## config.mk

```make
export PLATFORM = sky130hd
export DESIGN_NAME = knight_ctrl
export DESIGN_NICKNAME = d
export VERILOG_FILES = /design/src/logic/knight_pkg.sv /design/src/logic/cmd_if.sv /design/src/logic/knight_ctrl.sv /design/src/logic/cmd_proc.sv /design/src/logic/uart_cmd_link.sv /design/src/logic/uart_tx.sv /design/src/logic/uart_rx.sv
export VERILOG_INCLUDE_DIRS = /design/src /design/src/logic
export SDC_FILE = /design/constraint.sdc
export NUM_CORES = 1
export LEC_CHECK = 0
export ABC_AREA = 1
export BUFFER_PORTS_ARGS = -buffer_cell sky130_fd_sc_hd__buf_2
export CORE_MARGIN = 2
export CORE_UTILIZATION = 35
export CTS_CLUSTER_SIZE = 20
export DETAILED_ROUTE_END_ITERATION = 12
export SLEW_MARGIN = 20
export SYNTH_ARGS = -nofsm -noshare
export SYNTH_HDL_FRONTEND = slang
export SYNTH_SLANG_ARGS = --single-unit
```

## constraint.sdc

```tcl
create_clock -name clk -period 4.13 [get_ports clk]
set_clock_uncertainty 0.05 [all_clocks]
set_input_delay 0.413 -clock clk [delete_from_list [all_inputs] [get_ports clk]]
set_output_delay 0.413 -clock clk [all_outputs]
set_load 0.005 [all_outputs]
```

## src/logic/knight_cfg.svh

```systemverilog
`ifndef KNIGHT_CFG_SVH
`define KNIGHT_CFG_SVH

////////////////////////////////////////////////////////////
// Serial link settings
////////////////////////////////////////////////////////////

// Number of clk cycles that make up one bit on rx and tx
`define KNIGHT_BAUD_DIV 16

// Byte sent back to the remote station when a command completes
`define KNIGHT_ACK 8'hA5

////////////////////////////////////////////////////////////
// Input conditioning
////////////////////////////////////////////////////////////

// Flops in each synchronizer chain for asynchronous inputs
`define KNIGHT_SYNC_STAGES 2

`endif
```

## src/logic/knight_pkg.sv

```systemverilog
package knight_pkg;

  ////////////////////////////////////////////////////////////
  // Command opcodes
  ////////////////////////////////////////////////////////////

  // Upper nibble of every 16-bit command from the remote station
  // Codes outside this set are ignored but still acknowledged
  typedef enum logic [3:0] {
    OP_CAL          = 4'h2,
    OP_MOVE         = 4'h4,
    OP_MOVE_FANFARE = 4'h5
  } knight_opcode_e;

  ////////////////////////////////////////////////////////////
  // State encodings
  ////////////////////////////////////////////////////////////

  // Shared by the serial receiver and the serial transmitter
  typedef enum logic [1:0] {
    UART_IDLE,
    UART_START,
    UART_DATA,
    UART_STOP
  } uart_state_e;

  // Command processor states
  typedef enum logic [2:0] {
    CMD_IDLE,
    CMD_CAL_WAIT,
    CMD_HEAD_WAIT,
    CMD_MOVE,
    CMD_RESPOND
  } cmd_state_e;

endpackage

```

## src/logic/cmd_if.sv

```systemverilog
`timescale 1ns/1ps

// Command link between the serial front end and the command processor
interface cmd_if;

  // Assembled 16-bit command and its ready flag from the link
  logic [15:0] cmd;
  logic        cmd_rdy;

  // Processor side: clears cmd_rdy and requests a response byte
  logic        clr_cmd_rdy;
  logic        send_resp;
  logic [7:0]  resp;

  // Pulses once the response byte has left the transmitter
  logic        resp_sent;

  modport link (
    output cmd, cmd_rdy, resp_sent,
    input  clr_cmd_rdy, send_resp, resp
  );

  modport proc (
    input  cmd, cmd_rdy, resp_sent,
    output clr_cmd_rdy, send_resp, resp
  );

endinterface

```

## src/logic/knight_ctrl.sv

```systemverilog
`timescale 1ns/1ps

module knight_ctrl (
  input  logic        clk,
  input  logic        rst_n,
  input  logic        rx,
  output logic        tx,
  input  logic        cal_done,
  output logic        strt_cal,
  input  logic        heading_rdy,
  output logic [11:0] desired_heading,
  output logic        moving,
  input  logic        cntr_ir,
  output logic        fanfare
);

  ////////////////////////////////////////////////////////////
  // Command link between serial front end and decoder
  ////////////////////////////////////////////////////////////
  cmd_if cmd_bus ();

  // Serial side handles byte framing and the ack byte
  uart_cmd_link link_inst (
    .clk   (clk),
    .rst_n (rst_n),
    .rx    (rx),
    .tx    (tx),
    .link  (cmd_bus.link)
  );

  ////////////////////////////////////////////////////////////
  // Command decoding and robot control outputs
  ////////////////////////////////////////////////////////////
  cmd_proc proc_inst (
    .clk             (clk),
    .rst_n           (rst_n),
    .proc            (cmd_bus.proc),
    .cal_done        (cal_done),
    .strt_cal        (strt_cal),
    .heading_rdy     (heading_rdy),
    .desired_heading (desired_heading),
    .moving          (moving),
    .cntr_ir         (cntr_ir),
    .fanfare         (fanfare)
  );

endmodule

```

## src/logic/cmd_proc.sv

```systemverilog
`timescale 1ns/1ps
`include "knight_cfg.svh"

module cmd_proc (
  input  logic        clk,
  input  logic        rst_n,
  cmd_if.proc         proc,
  input  logic        cal_done,
  output logic        strt_cal,
  input  logic        heading_rdy,
  output logic [11:0] desired_heading,
  output logic        moving,
  input  logic        cntr_ir,
  output logic        fanfare
);
  import knight_pkg::*;

  cmd_state_e                     state;
  knight_opcode_e                 opcode;
  logic [7:0]                     head_code;
  logic [3:0]                     sq_cnt;
  logic                           fanfare_req;
  logic [`KNIGHT_SYNC_STAGES-1:0] ir_sync;
  logic                           ir_prev;
  logic                           ir_rise;
  logic                           accept;

  ////////////////////////////////////////////////////////////
  // Command fields
  ////////////////////////////////////////////////////////////
  assign opcode    = knight_opcode_e'(proc.cmd[15:12]);
  assign head_code = proc.cmd[11:4];

  // A pending command is taken only from IDLE
  assign accept           = (state == CMD_IDLE) && proc.cmd_rdy;
  assign proc.clr_cmd_rdy = accept;
  assign proc.resp        = `KNIGHT_ACK;

  ////////////////////////////////////////////////////////////
  // Center IR line detection
  ////////////////////////////////////////////////////////////
  always_ff @(posedge clk) begin
    if (!rst_n) begin
      ir_sync <= '0;
      ir_prev <= 1'b0;
    end else begin
      ir_sync <= {ir_sync[`KNIGHT_SYNC_STAGES-2:0], cntr_ir};
      ir_prev <= ir_sync[`KNIGHT_SYNC_STAGES-1];
    end
  end

  // One cycle per line crossing
  assign ir_rise = ir_sync[`KNIGHT_SYNC_STAGES-1] & ~ir_prev;

  // Square count and fanfare request are latched with the command
  always_ff @(posedge clk) begin
    if (accept) begin
      sq_cnt      <= proc.cmd[3:0];
      fanfare_req <= (opcode == OP_MOVE_FANFARE);
    end else if (state == CMD_MOVE && ir_rise) begin
      sq_cnt <= sq_cnt - 1'b1;
    end
  end

  ////////////////////////////////////////////////////////////
  // Command FSM
  ////////////////////////////////////////////////////////////
  always_ff @(posedge clk) begin
    if (!rst_n) begin
      state           <= CMD_IDLE;
      strt_cal        <= 1'b0;
      moving          <= 1'b0;
      fanfare         <= 1'b0;
      desired_heading <= '0;
      proc.send_resp  <= 1'b0;
    end else begin
      // Strobes default low and last a single cycle
      strt_cal       <= 1'b0;
      fanfare        <= 1'b0;
      proc.send_resp <= 1'b0;
      case (state)
        CMD_IDLE: if (accept) begin
          case (opcode)
            OP_CAL: begin
              strt_cal <= 1'b1;
              state    <= CMD_CAL_WAIT;
            end
            OP_MOVE, OP_MOVE_FANFARE: begin
              // Heading code zero is north and is not padded
              desired_heading <= (head_code == 8'h00) ? 12'h000 : {head_code, 4'hF};
              state           <= CMD_HEAD_WAIT;
            end
            // Unknown opcode is acknowledged and otherwise ignored
            default: begin
              proc.send_resp <= 1'b1;
              state          <= CMD_RESPOND;
            end
          endcase
        end
        CMD_CAL_WAIT: if (cal_done) begin
          proc.send_resp <= 1'b1;
          state          <= CMD_RESPOND;
        end
        CMD_HEAD_WAIT: if (heading_rdy) begin
          if (sq_cnt == 4'd0) begin
            proc.send_resp <= 1'b1;
            fanfare        <= fanfare_req;
            state          <= CMD_RESPOND;
          end else begin
            moving <= 1'b1;
            state  <= CMD_MOVE;
          end
        end
        // Last crossing ends the move and triggers the acknowledge
        CMD_MOVE: if (ir_rise && sq_cnt == 4'd1) begin
          moving         <= 1'b0;
          proc.send_resp <= 1'b1;
          fanfare        <= fanfare_req;
          state          <= CMD_RESPOND;
        end
        // Hold off new commands until the ack byte is out
        CMD_RESPOND: if (proc.resp_sent) state <= CMD_IDLE;
        default: state <= CMD_IDLE;
      endcase
    end
  end

endmodule

```

## src/logic/uart_cmd_link.sv

```systemverilog
`timescale 1ns/1ps

module uart_cmd_link (
  input  logic clk,
  input  logic rst_n,
  input  logic rx,
  output logic tx,
  cmd_if.link  link
);

  logic [7:0] rx_data;
  logic       rx_rdy;
  logic       byte_sel;
  logic       tx_busy;
  logic       trmt;
  logic       tx_done;

  ////////////////////////////////////////////////////////////
  // Serial receiver and command assembly
  ////////////////////////////////////////////////////////////
  uart_rx rx_inst (
    .clk     (clk),
    .rst_n   (rst_n),
    .rx      (rx),
    .rx_data (rx_data),
    .rdy     (rx_rdy)
  );

  // High when the next byte completes the command
  always_ff @(posedge clk) begin
    if (!rst_n)      byte_sel <= 1'b0;
    else if (rx_rdy) byte_sel <= ~byte_sel;
  end

  // First byte is the high half of the command
  always_ff @(posedge clk) begin
    if (rx_rdy && !byte_sel) link.cmd[15:8] <= rx_data;
    if (rx_rdy && byte_sel)  link.cmd[7:0]  <= rx_data;
  end

  // A fresh first byte also withdraws any command still pending
  always_ff @(posedge clk) begin
    if (!rst_n)                    link.cmd_rdy <= 1'b0;
    else if (rx_rdy && byte_sel)   link.cmd_rdy <= 1'b1;
    else if (rx_rdy)               link.cmd_rdy <= 1'b0;
    else if (link.clr_cmd_rdy)     link.cmd_rdy <= 1'b0;
  end

  ////////////////////////////////////////////////////////////
  // Response path
  ////////////////////////////////////////////////////////////

  // Requests that arrive mid-frame are dropped
  assign trmt = link.send_resp & ~tx_busy;

  always_ff @(posedge clk) begin
    if (!rst_n)       tx_busy <= 1'b0;
    else if (trmt)    tx_busy <= 1'b1;
    else if (tx_done) tx_busy <= 1'b0;
  end

  uart_tx tx_inst (
    .clk     (clk),
    .rst_n   (rst_n),
    .trmt    (trmt),
    .tx_data (link.resp),
    .tx      (tx),
    .tx_done (tx_done)
  );

  assign link.resp_sent = tx_done;

endmodule

```

## src/logic/uart_tx.sv

```systemverilog
`timescale 1ns/1ps
`include "knight_cfg.svh"

module uart_tx (
  input  logic       clk,
  input  logic       rst_n,
  input  logic       trmt,
  input  logic [7:0] tx_data,
  output logic       tx,
  output logic       tx_done
);
  import knight_pkg::*;

  localparam int BAUD_W = $clog2(`KNIGHT_BAUD_DIV);

  uart_state_e       state;
  logic [9:0]        shift_reg;
  logic [BAUD_W-1:0] baud_cnt;
  logic [2:0]        bit_cnt;
  logic              bit_end;

  assign bit_end = (baud_cnt == BAUD_W'(`KNIGHT_BAUD_DIV - 1));

  // Line level is always the bottom of the shift register
  assign tx = shift_reg[0];

  ////////////////////////////////////////////////////////////
  // Frame sequencing
  ////////////////////////////////////////////////////////////
  always_ff @(posedge clk) begin
    if (!rst_n) begin
      state     <= UART_IDLE;
      shift_reg <= '1;
      baud_cnt  <= '0;
      bit_cnt   <= '0;
      tx_done   <= 1'b0;
    end else begin
      tx_done  <= 1'b0;
      baud_cnt <= baud_cnt + 1'b1;
      // Ones fill in from the top so the line returns to idle high
      if (state != UART_IDLE && bit_end) shift_reg <= {1'b1, shift_reg[9:1]};
      case (state)
        UART_IDLE: begin
          baud_cnt <= '0;
          if (trmt) begin
            shift_reg <= {1'b1, tx_data, 1'b0};
            state     <= UART_START;
          end
        end
        UART_START: if (bit_end) begin
          bit_cnt <= '0;
          state   <= UART_DATA;
        end
        UART_DATA: if (bit_end) begin
          bit_cnt <= bit_cnt + 1'b1;
          if (bit_cnt == 3'd7) state <= UART_STOP;
        end
        // Done only after the full stop bit has been on the line
        UART_STOP: if (bit_end) begin
          tx_done <= 1'b1;
          state   <= UART_IDLE;
        end
        default: state <= UART_IDLE;
      endcase
    end
  end

endmodule

```

## src/logic/uart_rx.sv

```systemverilog
`timescale 1ns/1ps
`include "knight_cfg.svh"

module uart_rx (
  input  logic       clk,
  input  logic       rst_n,
  input  logic       rx,
  output logic [7:0] rx_data,
  output logic       rdy
);
  import knight_pkg::*;

  localparam int BAUD_W = $clog2(`KNIGHT_BAUD_DIV);

  uart_state_e                    state;
  logic [`KNIGHT_SYNC_STAGES-1:0] rx_sync;
  logic                           rx_s;
  logic [BAUD_W-1:0]              baud_cnt;
  logic [2:0]                     bit_cnt;
  logic                           half_bit;
  logic                           full_bit;

  // Line idles high, so the chain resets to ones to avoid a false start
  always_ff @(posedge clk) begin
    if (!rst_n) rx_sync <= '1;
    else        rx_sync <= {rx_sync[`KNIGHT_SYNC_STAGES-2:0], rx};
  end

  assign rx_s     = rx_sync[`KNIGHT_SYNC_STAGES-1];
  assign half_bit = (baud_cnt == BAUD_W'(`KNIGHT_BAUD_DIV / 2 - 1));
  assign full_bit = (baud_cnt == BAUD_W'(`KNIGHT_BAUD_DIV - 1));

  ////////////////////////////////////////////////////////////
  // Bit timing and framing
  ////////////////////////////////////////////////////////////
  always_ff @(posedge clk) begin
    if (!rst_n) begin
      state    <= UART_IDLE;
      baud_cnt <= '0;
      bit_cnt  <= '0;
      rdy      <= 1'b0;
    end else begin
      rdy      <= 1'b0;
      baud_cnt <= baud_cnt + 1'b1;
      case (state)
        UART_IDLE: begin
          baud_cnt <= '0;
          if (!rx_s) state <= UART_START;
        end
        // Wait half a bit and confirm the start bit is still low
        UART_START: if (half_bit) begin
          baud_cnt <= '0;
          bit_cnt  <= '0;
          state    <= rx_s ? UART_IDLE : UART_DATA;
        end
        // Each sample now lands in the middle of a data bit
        UART_DATA: if (full_bit) begin
          baud_cnt <= '0;
          bit_cnt  <= bit_cnt + 1'b1;
          if (bit_cnt == 3'd7) state <= UART_STOP;
        end
        UART_STOP: if (full_bit) begin
          rdy   <= 1'b1;
          state <= UART_IDLE;
        end
        default: state <= UART_IDLE;
      endcase
    end
  end

  // Data arrives LSB first so shift in from the top
  always_ff @(posedge clk) begin
    if (state == UART_DATA && full_bit) rx_data <= {rx_s, rx_data[7:1]};
  end

endmodule

```

---- After elaboration in Yosys (flattened, before gate mapping) ----
Cells that the tools add are included.
word-level totals
  flip-flop bits (word level) ............. 86
  input bits .............................. 6
  output and inout port bits .............. 16
cells by class
  $add $sub $neg .......................... 5
  eq/ne operators ......................... 35
  muxes and demuxes ....................... 59
  bitwise logic cells ..................... 6
  reductions and logical operators ........ 33
operator list
  cell                                                 count
  2-to-1 mux 10 bit                                    3
  2-to-1 mux 3 bit                                     10
  != test 2 bit, second input constant                 15
  2-to-1 mux 2 bit                                     11
  2-to-1 mux 1 bit                                     20
  one-hot mux 3 bit (2 select lines)                   3
  2-to-1 mux 4 bit                                     4
  one-hot mux 2 bit (4 select lines)                   2
  one-hot mux 3 bit (5 select lines)                   1
  AND reduction 5 bit                                  3
  equality test 4 x 3 -> 1 bit, second input constant  3
  2-to-1 mux 12 bit                                    1
  one-hot mux 4 bit (3 select lines)                   1
  AND reduction 3 bit                                  4
  nonzero test 2 bit                                   6
  equality test 3 bit, second input constant           3
  adder 4 x 1 -> 4 bit, second input constant          2
  equality test 2 bit, second input constant           4
  equality test 4 bit, second input constant           2
  zero test 8 bit                                      1
  logical AND 1 bit                                    7
  adder 3 x 1 -> 3 bit, second input constant          2
  equality test 3 x 2 -> 1 bit, second input constant  2
  equality test 2 x 1 -> 1 bit, second input constant  2
  18 further kinds                                     26

---- Logic depth before layout (Yosys ltp) ----
Gate-level depths: netlist of the first run.
  word-level depth ........................ 5
  depth in mapped cells ................... 9

---- Modules after synthesis ----
From an unflattened synthesis of the first run, not the netlist that was laid out.
second synthesis, totals
  cells, all modules ...................... 414
  area total of the unflattened synthesis .. 3,637.2 µm²
modules (own cells, without submodules)
  module         instances  cells an instance  area an instance (µm²)  seq. area each (µm²)
  cmd_proc       1          171                1,265.0                 530.5
  uart_tx        1          126                973.4                   400.4
  uart_rx        1          79                 784.5                   480.5
  uart_cmd_link  1          38                 614.3                   540.5

---- Worst setup path after synthesis of the first run ----
OpenSTA, ideal clock, no wires.
  path kind ............................... register -> register
  start point ............................. register link_inst.rx_inst.baud_cnt[0]
  end point ............................... register link_inst.rx_inst.bit_cnt[0]
  arrival time ............................ 1,399 ps
  required time ........................... 3,964 ps
  path slack .............................. 2,565 ps
  cell stages (with the launch flop) ...... 7
  path buffers ............................ 0
  clock period less this slack ............ 1,565 ps
  cell sequence ........................... dfxtp_1 -> ha_1 -> nand3_1 -> nor2_1 -> a21oi_2 -> o21ai_0 -> nor2_1
on the way
  longest elaborated chain between the ends .. 3
  elaborated cells between the ends (all ways) .. 5
  those cells by class .................... 4 x eq/ne; 1 x reduce/logical
RTL lines
  element                                                              RTL line                      source
  start: declaration                                                   uart_rx.sv:18                 logic [BAUD_W-1:0] baud_cnt;
  start signal: assignment                                             uart_rx.sv:44                 baud_cnt <= baud_cnt + 1'b1;
  equality test 4 bit or equality test 4 x 3 -> 1 bit (tied branches)  uart_rx.sv:31, uart_rx.sv:30
  != test 2 bit (no line)                                              -
  AND reduction 3 bit (no line) *                                      -
  end signal: assignment                                               uart_rx.sv:59                 bit_cnt <= bit_cnt + 1'b1;
  end: declaration                                                     uart_rx.sv:19                 logic [2:0] bit_cnt;
Every way passes the cells marked *; elsewhere a longest branch is shown, timed or not.
A chain may end at the register's enable or synchronous reset.

---- Final worst setup path of the first run ----
  start point ............................. register link_inst.rx_inst.baud_cnt[0]
  end point ............................... register link_inst.rx_inst.bit_cnt[2]
Same word-level chain as after synthesis.

==> flow_summary.json, run 1 <==
{
  "finalNetCount": 407,
  "cts_setup_buffers": 0,
  "ys_seq_area_share_pct": 56.6,
  "final_cell_count_no_fill": 525,
  "clk_pin_slew_ns": 0.09,
  "htreeDepth": 3,
  "ys_ff_latch": 83,
  "place_ws_ns": 2.19,
  "detail-route-antenna-nets": 0,
  "maxCapViolCount": 0,
  "dp.final_hpwl_mm": 3.98,
  "finalSetupViolCount": 0,
  "startpoint_type": "register",
  "relSlewSlack_pct": 50.9,
  "core_um2": 9680,
  "area_growth_syn_to_layout_pct": 11.7,
  "synth_area_leaders": "dfxtp_1 31%, edfxtp_1 25%, nor2_1 5.4%, ha_1 5.1%, nand2_1 4.9%",
  "synth.lib_cells_used.distinct": 35,
  "drt_iter0_markers": 116,
  "num_vias": 2352,
  "arrival_ns": 2.08,
  "dieArea_um2": 10700,
  "grt_pass1_vias": 2163,
  "cpMaxStageDelayCell": "nor2_1",
  "insertion_delay_ns": 0.35,
  "cts_tree": "yes",
  "rows": 36,
  "required_ns": 4.36,
  "die_w_um": 103,
  "postSynthAreaPerCell_um2": 9.42,
  "synth_top_area_share_pct": 31.4,
  "grt-ovfl-total": 0,
  "antenna_found_initial": 0,
  "pin_count": 22,
  "numCtsBuffers": 9,
  "grt_max_degree": 32,
  "hold_path.startpoint": "cntr_ir",
  "cp_cell_sequence": "ha_1 > nand3_1 > nor2_1 > a21oi_2 > inv_1 > o21ai_0 > nor2_1",
  "grt_pass1_wl_mm": 9.64,
  "path_max_fanout": 9,
  "diodes": 0,
  "hold_class": "primary input to register",
  "drive_gt1_share_pct": 15.6,
  "wirelength_mm": 5.65,
  "path_class": "register to register",
  "powerDensity_nw_per_um2": 477,
  "cp_common_cell": "nor2_1",
  "max_freq_ghz": 0.540,
  "postCtsResizedCells": 0,
  "synth_top_area_cell": "dfxtp_1",
  "placed_cells": 509,
  "clock_tree.root_cell": "clkbuf_8",
  "worst_pin_slew_ns": 0.733,
  "initial_core_util_pct": 35.6,
  "synth_flop_cell": "dfxtp_1",
  "port_buffers": 21,
  "period_minus_slack_ns": 1.85,
  "yosys_warnings": 0,
  "viasPerCell": 4.48,
  "ys_top_cells_by_count": "54 x dfxtp_1, 50 x nor2_1, 45 x nand2_1",
  "postSynthCellCount": 366,
  "wire_per_inst_um": 10.8,
  "hold_ws_ns": 0.192,
  "irDropWorstVdd_v": 0.000238,
  "numClockSinks": 83,
  "synthesis.nets": 386,
  "rsz0062_at_grt": "no",
  "hold_viol_final": 0,
  "leakage_uw": 0.00162,
  "gp_congestion": 0.817,
  "die_h_um": 103,
  "cts_hold_buf": 0,
  "fin_crit_sh_pct": 44.8,
  "async_flop_share_pct": 0,
  "firstDrtPassIters": 5,
  "cp-startpoint": "link_inst.rx_inst.baud_cnt[0]",
  "synth_most_common_cell": "dfxtp_1",
  "synth_edf_count": 29,
  "finish.utilization_pct": 39.7,
  "largest_reg_flops": 16,
  "post-route-worst-setup-slack_ns": 2.28,
  "slew_violations": 0,
  "status": "finished clean",
  "grt_usage_pct": 11.8,
  "end_kind": "register",
  "drcViolationCount": 0,
  "cts.path.max_buffers": 2,
  "tns_ns": 0,
  "r2r_start": "link_inst.rx_inst.baud_cnt[0]",
  "slowest_delay_ns": 0.60,
  "netlist_area_um2": 3450
}
==> layer usage <==
layer / up-vias / GRT usage, % / wire, µm
li1: 1244 / - / -
met1: 1066 / 15.0 / 2880
met3: 7 / 4.50 / 194
met4: 0 / 4.45 / 84
met5: - / 0 / 0
met2: 35 / 18.2 / 2490
==> cells by family after synthesis <==
family	share of synthesized area (%)
AOI/OAI and AO/OA	10.1
xor gates and xnor gates	1.02
adders and majority gates	5.08
buffers and inverters	7.15
DFF	56.6
and+or+nand+nor	20.0
==> cells in the final DEF (no fill, tap or decap), drive strengths merged <==
cell | synthesis | layout
nand3 | 19 | 19
o21ai | 36 | 36
edfxtp | 29 | 29
nor3 | 12 | 12
nor4 | 1 | 1
nand4 | 1 | 1
nand2 | 47 | 47
ha | 14 | 14
a41oi | 1 | 1
nand3b | 3 | 3
clkbuf | 2 | 9
nor2 | 58 | 58
xor2 | 1 | 1
or2 | 5 | 5
bufinv | 0 | 2
nor3b | 1 | 1
a21o | 1 | 1
buf | 9 | 21
dfxtp | 54 | 54
inv | 43 | 44
xnor2 | 3 | 3
a21oi | 26 | 26
clkinv | 0 | 4
==> worst max-delay path, delay by kind of cell (launching register included) <==
family / cells / cell delay [ns]
flip-flops: 1 / 0.36
adder cells (fa/ha/maj): 1 / 0.21
AO/OA/AOI/OAI: 2 / 0.18
buffers and inverters: 1 / 0.13
AND/OR/NAND/NOR: 3 / 0.87
==> power by group <==
| group | internal, µW | leakage [µW] | switching [µW] | total (µW) |
|---|---|---|---|---|
| registers | 878 | 0.000698 | 34.8 | 913 |
| clock network | 340 | 0.000111 | 289 | 628 |
| logic | 104 | 0.000809 | 191 | 295 |
| total | 1320 | 0.00162 | 514 | 1840 |
==> worst paths after layout <==
kind,end,slack [ns],cells after the start
hold / removal,proc_inst.ir_sync[0],0.19,3
setup reg to reg,link_inst.rx_inst.bit_cnt[2],2.28,7
setup / recovery,link_inst.rx_inst.bit_cnt[2],2.28,7
hold reg to reg,link_inst.rx_inst.rx_sync[1],0.37,1
==> per-stage QoR <==
| stage | instance area (µm²) | total power, µW |
|---|---|---|
| 2_1_floorplan | 3450 | 1170 |
| 3_3_place_gp | 3630 | 1220 |
| 3_5_place_dp | 3630 | 1220 |
| 4_1_cts | 3850 | 1860 |
| 5_1_grt | 3850 | 1950 |
| 6_report | 3850 | 1840 |
==> area by class of cell <==
cell class / count / area [µm²]
inverter: 43 / 161
fill: 937 / 5840
timing repair buffer: 21 / 105
multi-input combinational: 229 / 1250
tap: 133 / 166
clock inverter: 7 / 91.3
clock buffer: 9 / 124
sequential: 83 / 1950
(Power assumes the default switching activity.)
==> run 2, diff against run 1 <==
- clock period: 4.13 -> 1.6 ns (I/O delays scaled with it)
==> flow_summary.json, run 2 (same netlist as run 1, synthesis figures left out) <==
{
  "period_minus_slack_ns": 1.53,
  "path_depth": 7,
  "mostFrequentLayoutCell": "dfxtp_1",
  "dp.final_hpwl_mm": 4.21,
  "cp-startpoint": "link_inst.tx_inst.state[0]",
  "post-route-worst-setup-slack_ns": 0.0730,
  "powerDensity_nw_per_um2": 1220,
  "die_h_um": 103,
  "reg2reg_to": "link_inst.tx_inst.state[0]",
  "wl_met2_mm": 2.58,
  "largest_reg_flops": 16,
  "clock_tree.root_cell": "clkbuf_8",
  "clk_pin_slew_ns": 0.08,
  "viasPerCell": 4.44,
  "gp_congestion": 0.863,
  "drt_iter0_markers": 57,
  "status": "finished clean",
  "holdPathStages": 2,
  "rows": 36,
  "insertion_delay_ns": 0.36,
  "cts.path.max_buffers": 2,
  "total_power_uw": 4840,
  "worst_pin_slew_ns": 0.348,
  "core_um2": 9680,
  "antenna_found_initial": 0,
  "irDropWorstVdd_v": 0.000464,
  "fin_crit_sh_pct": 95.4,
  "place_ws_ns": -0.00654,
  "diodes": 0,
  "grt_usage_pct": 11.8,
  "wire_per_inst_um": 10.7,
  "hold_viol_final": 0,
  "initial_core_util_pct": 35.6,
  "grt_pass1_vias": 2244,
  "drcViolationCount": 0,
  "wl_met1_mm": 2.84,
  "grt_max_degree": 16,
  "final_cell_mix": "52 x dfxtp_1, 50 x nor2_1, 44 x nand2_1",
  "port_buffers": 21,
  "hold_class": "primary input to register",
  "routed.top_layer": "met4",
  "startpoint_type": "register",
  "dieArea_um2": 10700,
  "r2r_start": "link_inst.tx_inst.state[0]",
  "required_ns": 1.79,
  "reg2regPathDepth": 7,
  "leakage_uw": 0.00168,
  "wirelength_mm": 5.76,
  "max_freq_ghz": 0.655,
  "slowest_delay_ns": 0.35,
  "htreeDepth": 3,
  "path_max_fanout": 4,
  "hold_end": "link_inst.tx_inst.shift_reg[0]",
  "relSlewSlack_pct": 76.6,
  "maxCapViolCount": 0,
  "arrival_ns": 1.72,
  "numClockSinks": 83,
  "pin_count": 22,
  "drive_gt1_share_pct": 19.8,
  "finalSetupViolCount": 0,
  "detail-route-antenna-nets": 0,
  "area_growth_syn_to_layout_pct": 15.2,
  "cts_tree": "yes",
  "cp_cell_sequence": "inv_1 > ha_2 > or2_2 > o21ai_2 > nand2_2 > nor3_2 > nor2_1",
  "hold_path.startpoint": "rst_n",
  "die_w_um": 103,
  "path_class": "register to register",
  "slew_violations": 0,
  "reg2reg_setup_slack_ns": 0.07,
  "crit_family": "simple AND/OR/NAND/NOR gates",
  "firstDrtPassIters": 4,
  "numCtsBuffers": 9,
  "hold_ws_ns": 0.0526,
  "end_kind": "register",
  "grt_pass1_wl_mm": 9.58,
  "num_vias": 2383,
  "grt-ovfl-total": 0,
  "cpMaxStageDelayCell": "dfxtp_2",
  "critPathBufInv": 1,
  "routed-wl-met3_um": 179,
  "finalNetCount": 419
}
[run 2: where the power goes]
| part | total [µW] | switching, µW | internal [µW] |
|---|---|---|---|
| Sequential | 2360 | 90.8 | 2270 |
| Combinational | 873 | 528 | 345 |
| Clock | 1600 | 777 | 827 |
| Total | 4840 | 1400 | 3440 |
[run 2: through the flow]
step | cells | utilization, % | cell area (µm²) | TNS, ns
after floorplan | 366 | - | 3450 | 0
after global placement | 519 | 38.3 | 3710 | 0
after detailed placement | 519 | 38.3 | 3710 | -0.00880
after CTS | 537 | 40.8 | 3950 | 0
after global routing | 537 | 41.0 | 3970 | -0.0396
final | 537 | 41.0 | 3970 | 0
[run 2: cell type report]
class / instances / area, µm²
clock inverters: 6 / 68.8
fillers: 957 / 5710
repair buffers: 33 / 200
well taps: 133 / 166
clock buffers: 10 / 149
inverters: 43 / 161
flip-flops and latches: 83 / 1950
multi-input cells: 229 / 1270
[run 2: what timing repair did]
item	CTS	global route
pin swaps	0	2
endpoints found under the setup margin	2	17
hold endpoints to repair	2	0
buffers inserted	0	0
resized for setup	1	9
hold buffers	2	0
[run 2: metal layers]
metal / up-vias / global-route usage (%)
met5: - / 0
met4: 0 / 7.49
met3: 11 / 3.02
met2: 32 / 18.6
met1: 1076 / 14.3
li1: 1264 / -
[run 2: worst max-delay path by stage]
stage                                   end
2_1_floorplan  link_inst.rx_inst.bit_cnt[0]
3_3_place_gp     link_inst.tx_inst.state[0]
3_5_place_dp     link_inst.tx_inst.state[0]
4_1_cts          link_inst.tx_inst.state[0]
5_1_grt          link_inst.tx_inst.state[1]
6_report         link_inst.tx_inst.state[0]
==> run 3, diff against run 2 <==
- REMOVE_ABC_BUFFERS: not set -> 1
==> flow_summary.json, run 3 (same netlist as run 1, synthesis figures left out) <==
{
  "cp_cell_sequence": "inv_1 > ha_1 > or2_4 > o21ai_2 > nand2_2 > a21o_1 > nor2_1",
  "grt_usage_pct": 12.2,
  "dieArea_um2": 10700,
  "finalNetCount": 424,
  "num_vias": 2447,
  "final_cell_mix": "52 x dfxtp_1, 50 x nor2_1, 44 x nand2_1",
  "viasPerCell": 4.51,
  "finalSetupViolCount": 0,
  "final_cell_count_no_fill": 542,
  "path_class": "register to register",
  "largest_reg_flops": 16,
  "grt_max_degree": 31,
  "finish.utilization_pct": 40.9,
  "worst_pin_slew_ns": 0.459,
  "drive_gt1_share_pct": 20.3,
  "grt_pass1_vias": 2220,
  "required_ns": 1.84,
  "end_kind": "register",
  "drcViolationCount": 0,
  "r2r_start": "link_inst.tx_inst.state[1]",
  "slowest_delay_ns": 0.35,
  "clk_pin_slew_ns": 0.08,
  "drt_iter0_markers": 132,
  "slew_violations": 0,
  "hold_viol_final": 0,
  "rsz0062_at_grt": "no",
  "hold_path.startpoint": "heading_rdy",
  "placed_cells": 519,
  "relSlewSlack_pct": 69.4,
  "n_fill_cell": 949,
  "grt-ovfl-total": 0,
  "placed_area_um2": 3710,
  "powerDensity_nw_per_um2": 1180,
  "cts.path.max_buffers": 2,
  "numCtsBuffers": 9,
  "maxCapViolCount": 0,
  "gp_congestion": 0.823,
  "dp.final_hpwl_mm": 4.14,
  "firstDrtPassIters": 4,
  "detail-route-antenna-nets": 0,
  "antenna_found_initial": 0,
  "area_growth_syn_to_layout_pct": 15.0,
  "die_w_um": 103,
  "total_power_uw": 4680,
  "mostFrequentLayoutCell": "dfxtp_1",
  "clock_tree.root_cell": "clkbuf_8",
  "period_minus_slack_ns": 1.48,
  "irDropWorstVdd_v": 0.000426,
  "htreeDepth": 3,
  "fin_crit_sh_pct": 92.8,
  "hold_class": "primary input to register",
  "diodes": 0,
  "wirelength_mm": 5.94,
  "hold_ws_ns": 0.0463,
  "pin_count": 22,
  "port_buffers": 21,
  "crit_family": "simple AND/OR/NAND/NOR gates",
  "cpMaxStageDelayCell": "dfxtp_2",
  "numClockSinks": 83,
  "initial_core_util_pct": 35.6,
  "grt_pass1_wl_mm": 10.0,
  "path_max_fanout": 4,
  "max_freq_ghz": 0.674,
  "critPathBufInv": 1,
  "core_um2": 9680,
  "leakage_uw": 0.00168,
  "startpoint_type": "register",
  "wire_per_inst_um": 11.0,
  "arrival_ns": 1.73,
  "status": "finished clean",
  "rows": 36,
  "cp-startpoint": "link_inst.tx_inst.state[1]",
  "cts_tree": "yes",
  "final_area_um2": 3960,
  "die_h_um": 103,
  "insertion_delay_ns": 0.36
}
run 3: cell count changes in the layout (fill, tap and decap cells not counted), sizes merged:
cell	previous run	this run
buf	31	35
nor2	58	59
clkbuf	10	9
clkinv	2	4
bufinv	1	0
run 3: final cells by class:
type / count / area, µm² / share of cell area [%]
clock buffers: 9 / 124 / 3.13
clock inverters: 7 / 51.3 / 1.29
inverters: 43 / 161 / 4.07
multi-input cells: 230 / 1280 / 32.2
flip-flops and latches: 83 / 1950 / 49.3
well taps: 133 / 166 / 4.20
repair buffers: 37 / 230 / 5.81
run 3: tightest hold or removal path, stage by stage:
cell,delay (ns)
buf_2,0.11
nand2_1,0.08
a21oi_1,0.06
run 3: through the flow:
step | setup slack, ns | setup TNS, ns
finish | 0.116 | 0
CTS | -0.00370 | -0.00370
detailed placement | -0.0271 | -0.0331
global route | 0.0213 | 0
global placement | 0.0787 | 0
floorplan | 0.0349 | 0
run 3: report_power, final:
part           leakage [µW]  internal, µW  total (µW)  switching [µW]
sequential         0.000699          2270        2360            91.2
clock             0.0000876           571        1350             778
combinational      0.000890           402         966             565
run 3: layer usage:
layer  vias to the layer above  global-route usage (%)  share of wire (%)
met2                        31                    19.4                 47
met3                         9                    3.43                2.9
met4                         0                    6.07                1.9
met1                      1126                    15.3                 48
met5                         -                       0                  0
li1                       1281                       -                  -
run 3: what timing repair did:
item                                   4_1_cts  5_1_grt
endpoints found under the hold margin        2        0
hold buffers                                 2        0
gates cloned                                 0        1
pin swaps                                    0        2
setup endpoints to repair                    2        5
resized for setup                            2        7
buffers inserted                             0        4
run 3: worst paths after layout:
check | to | slack, ns | cells past startpoint
max | link_inst.tx_inst.state[0] | 0.12 | 7
min | proc_inst.fanfare | 0.05 | 3
max reg2reg | link_inst.tx_inst.state[0] | 0.12 | 7
min reg2reg | proc_inst.ir_sync[1] | 0.36 | 2
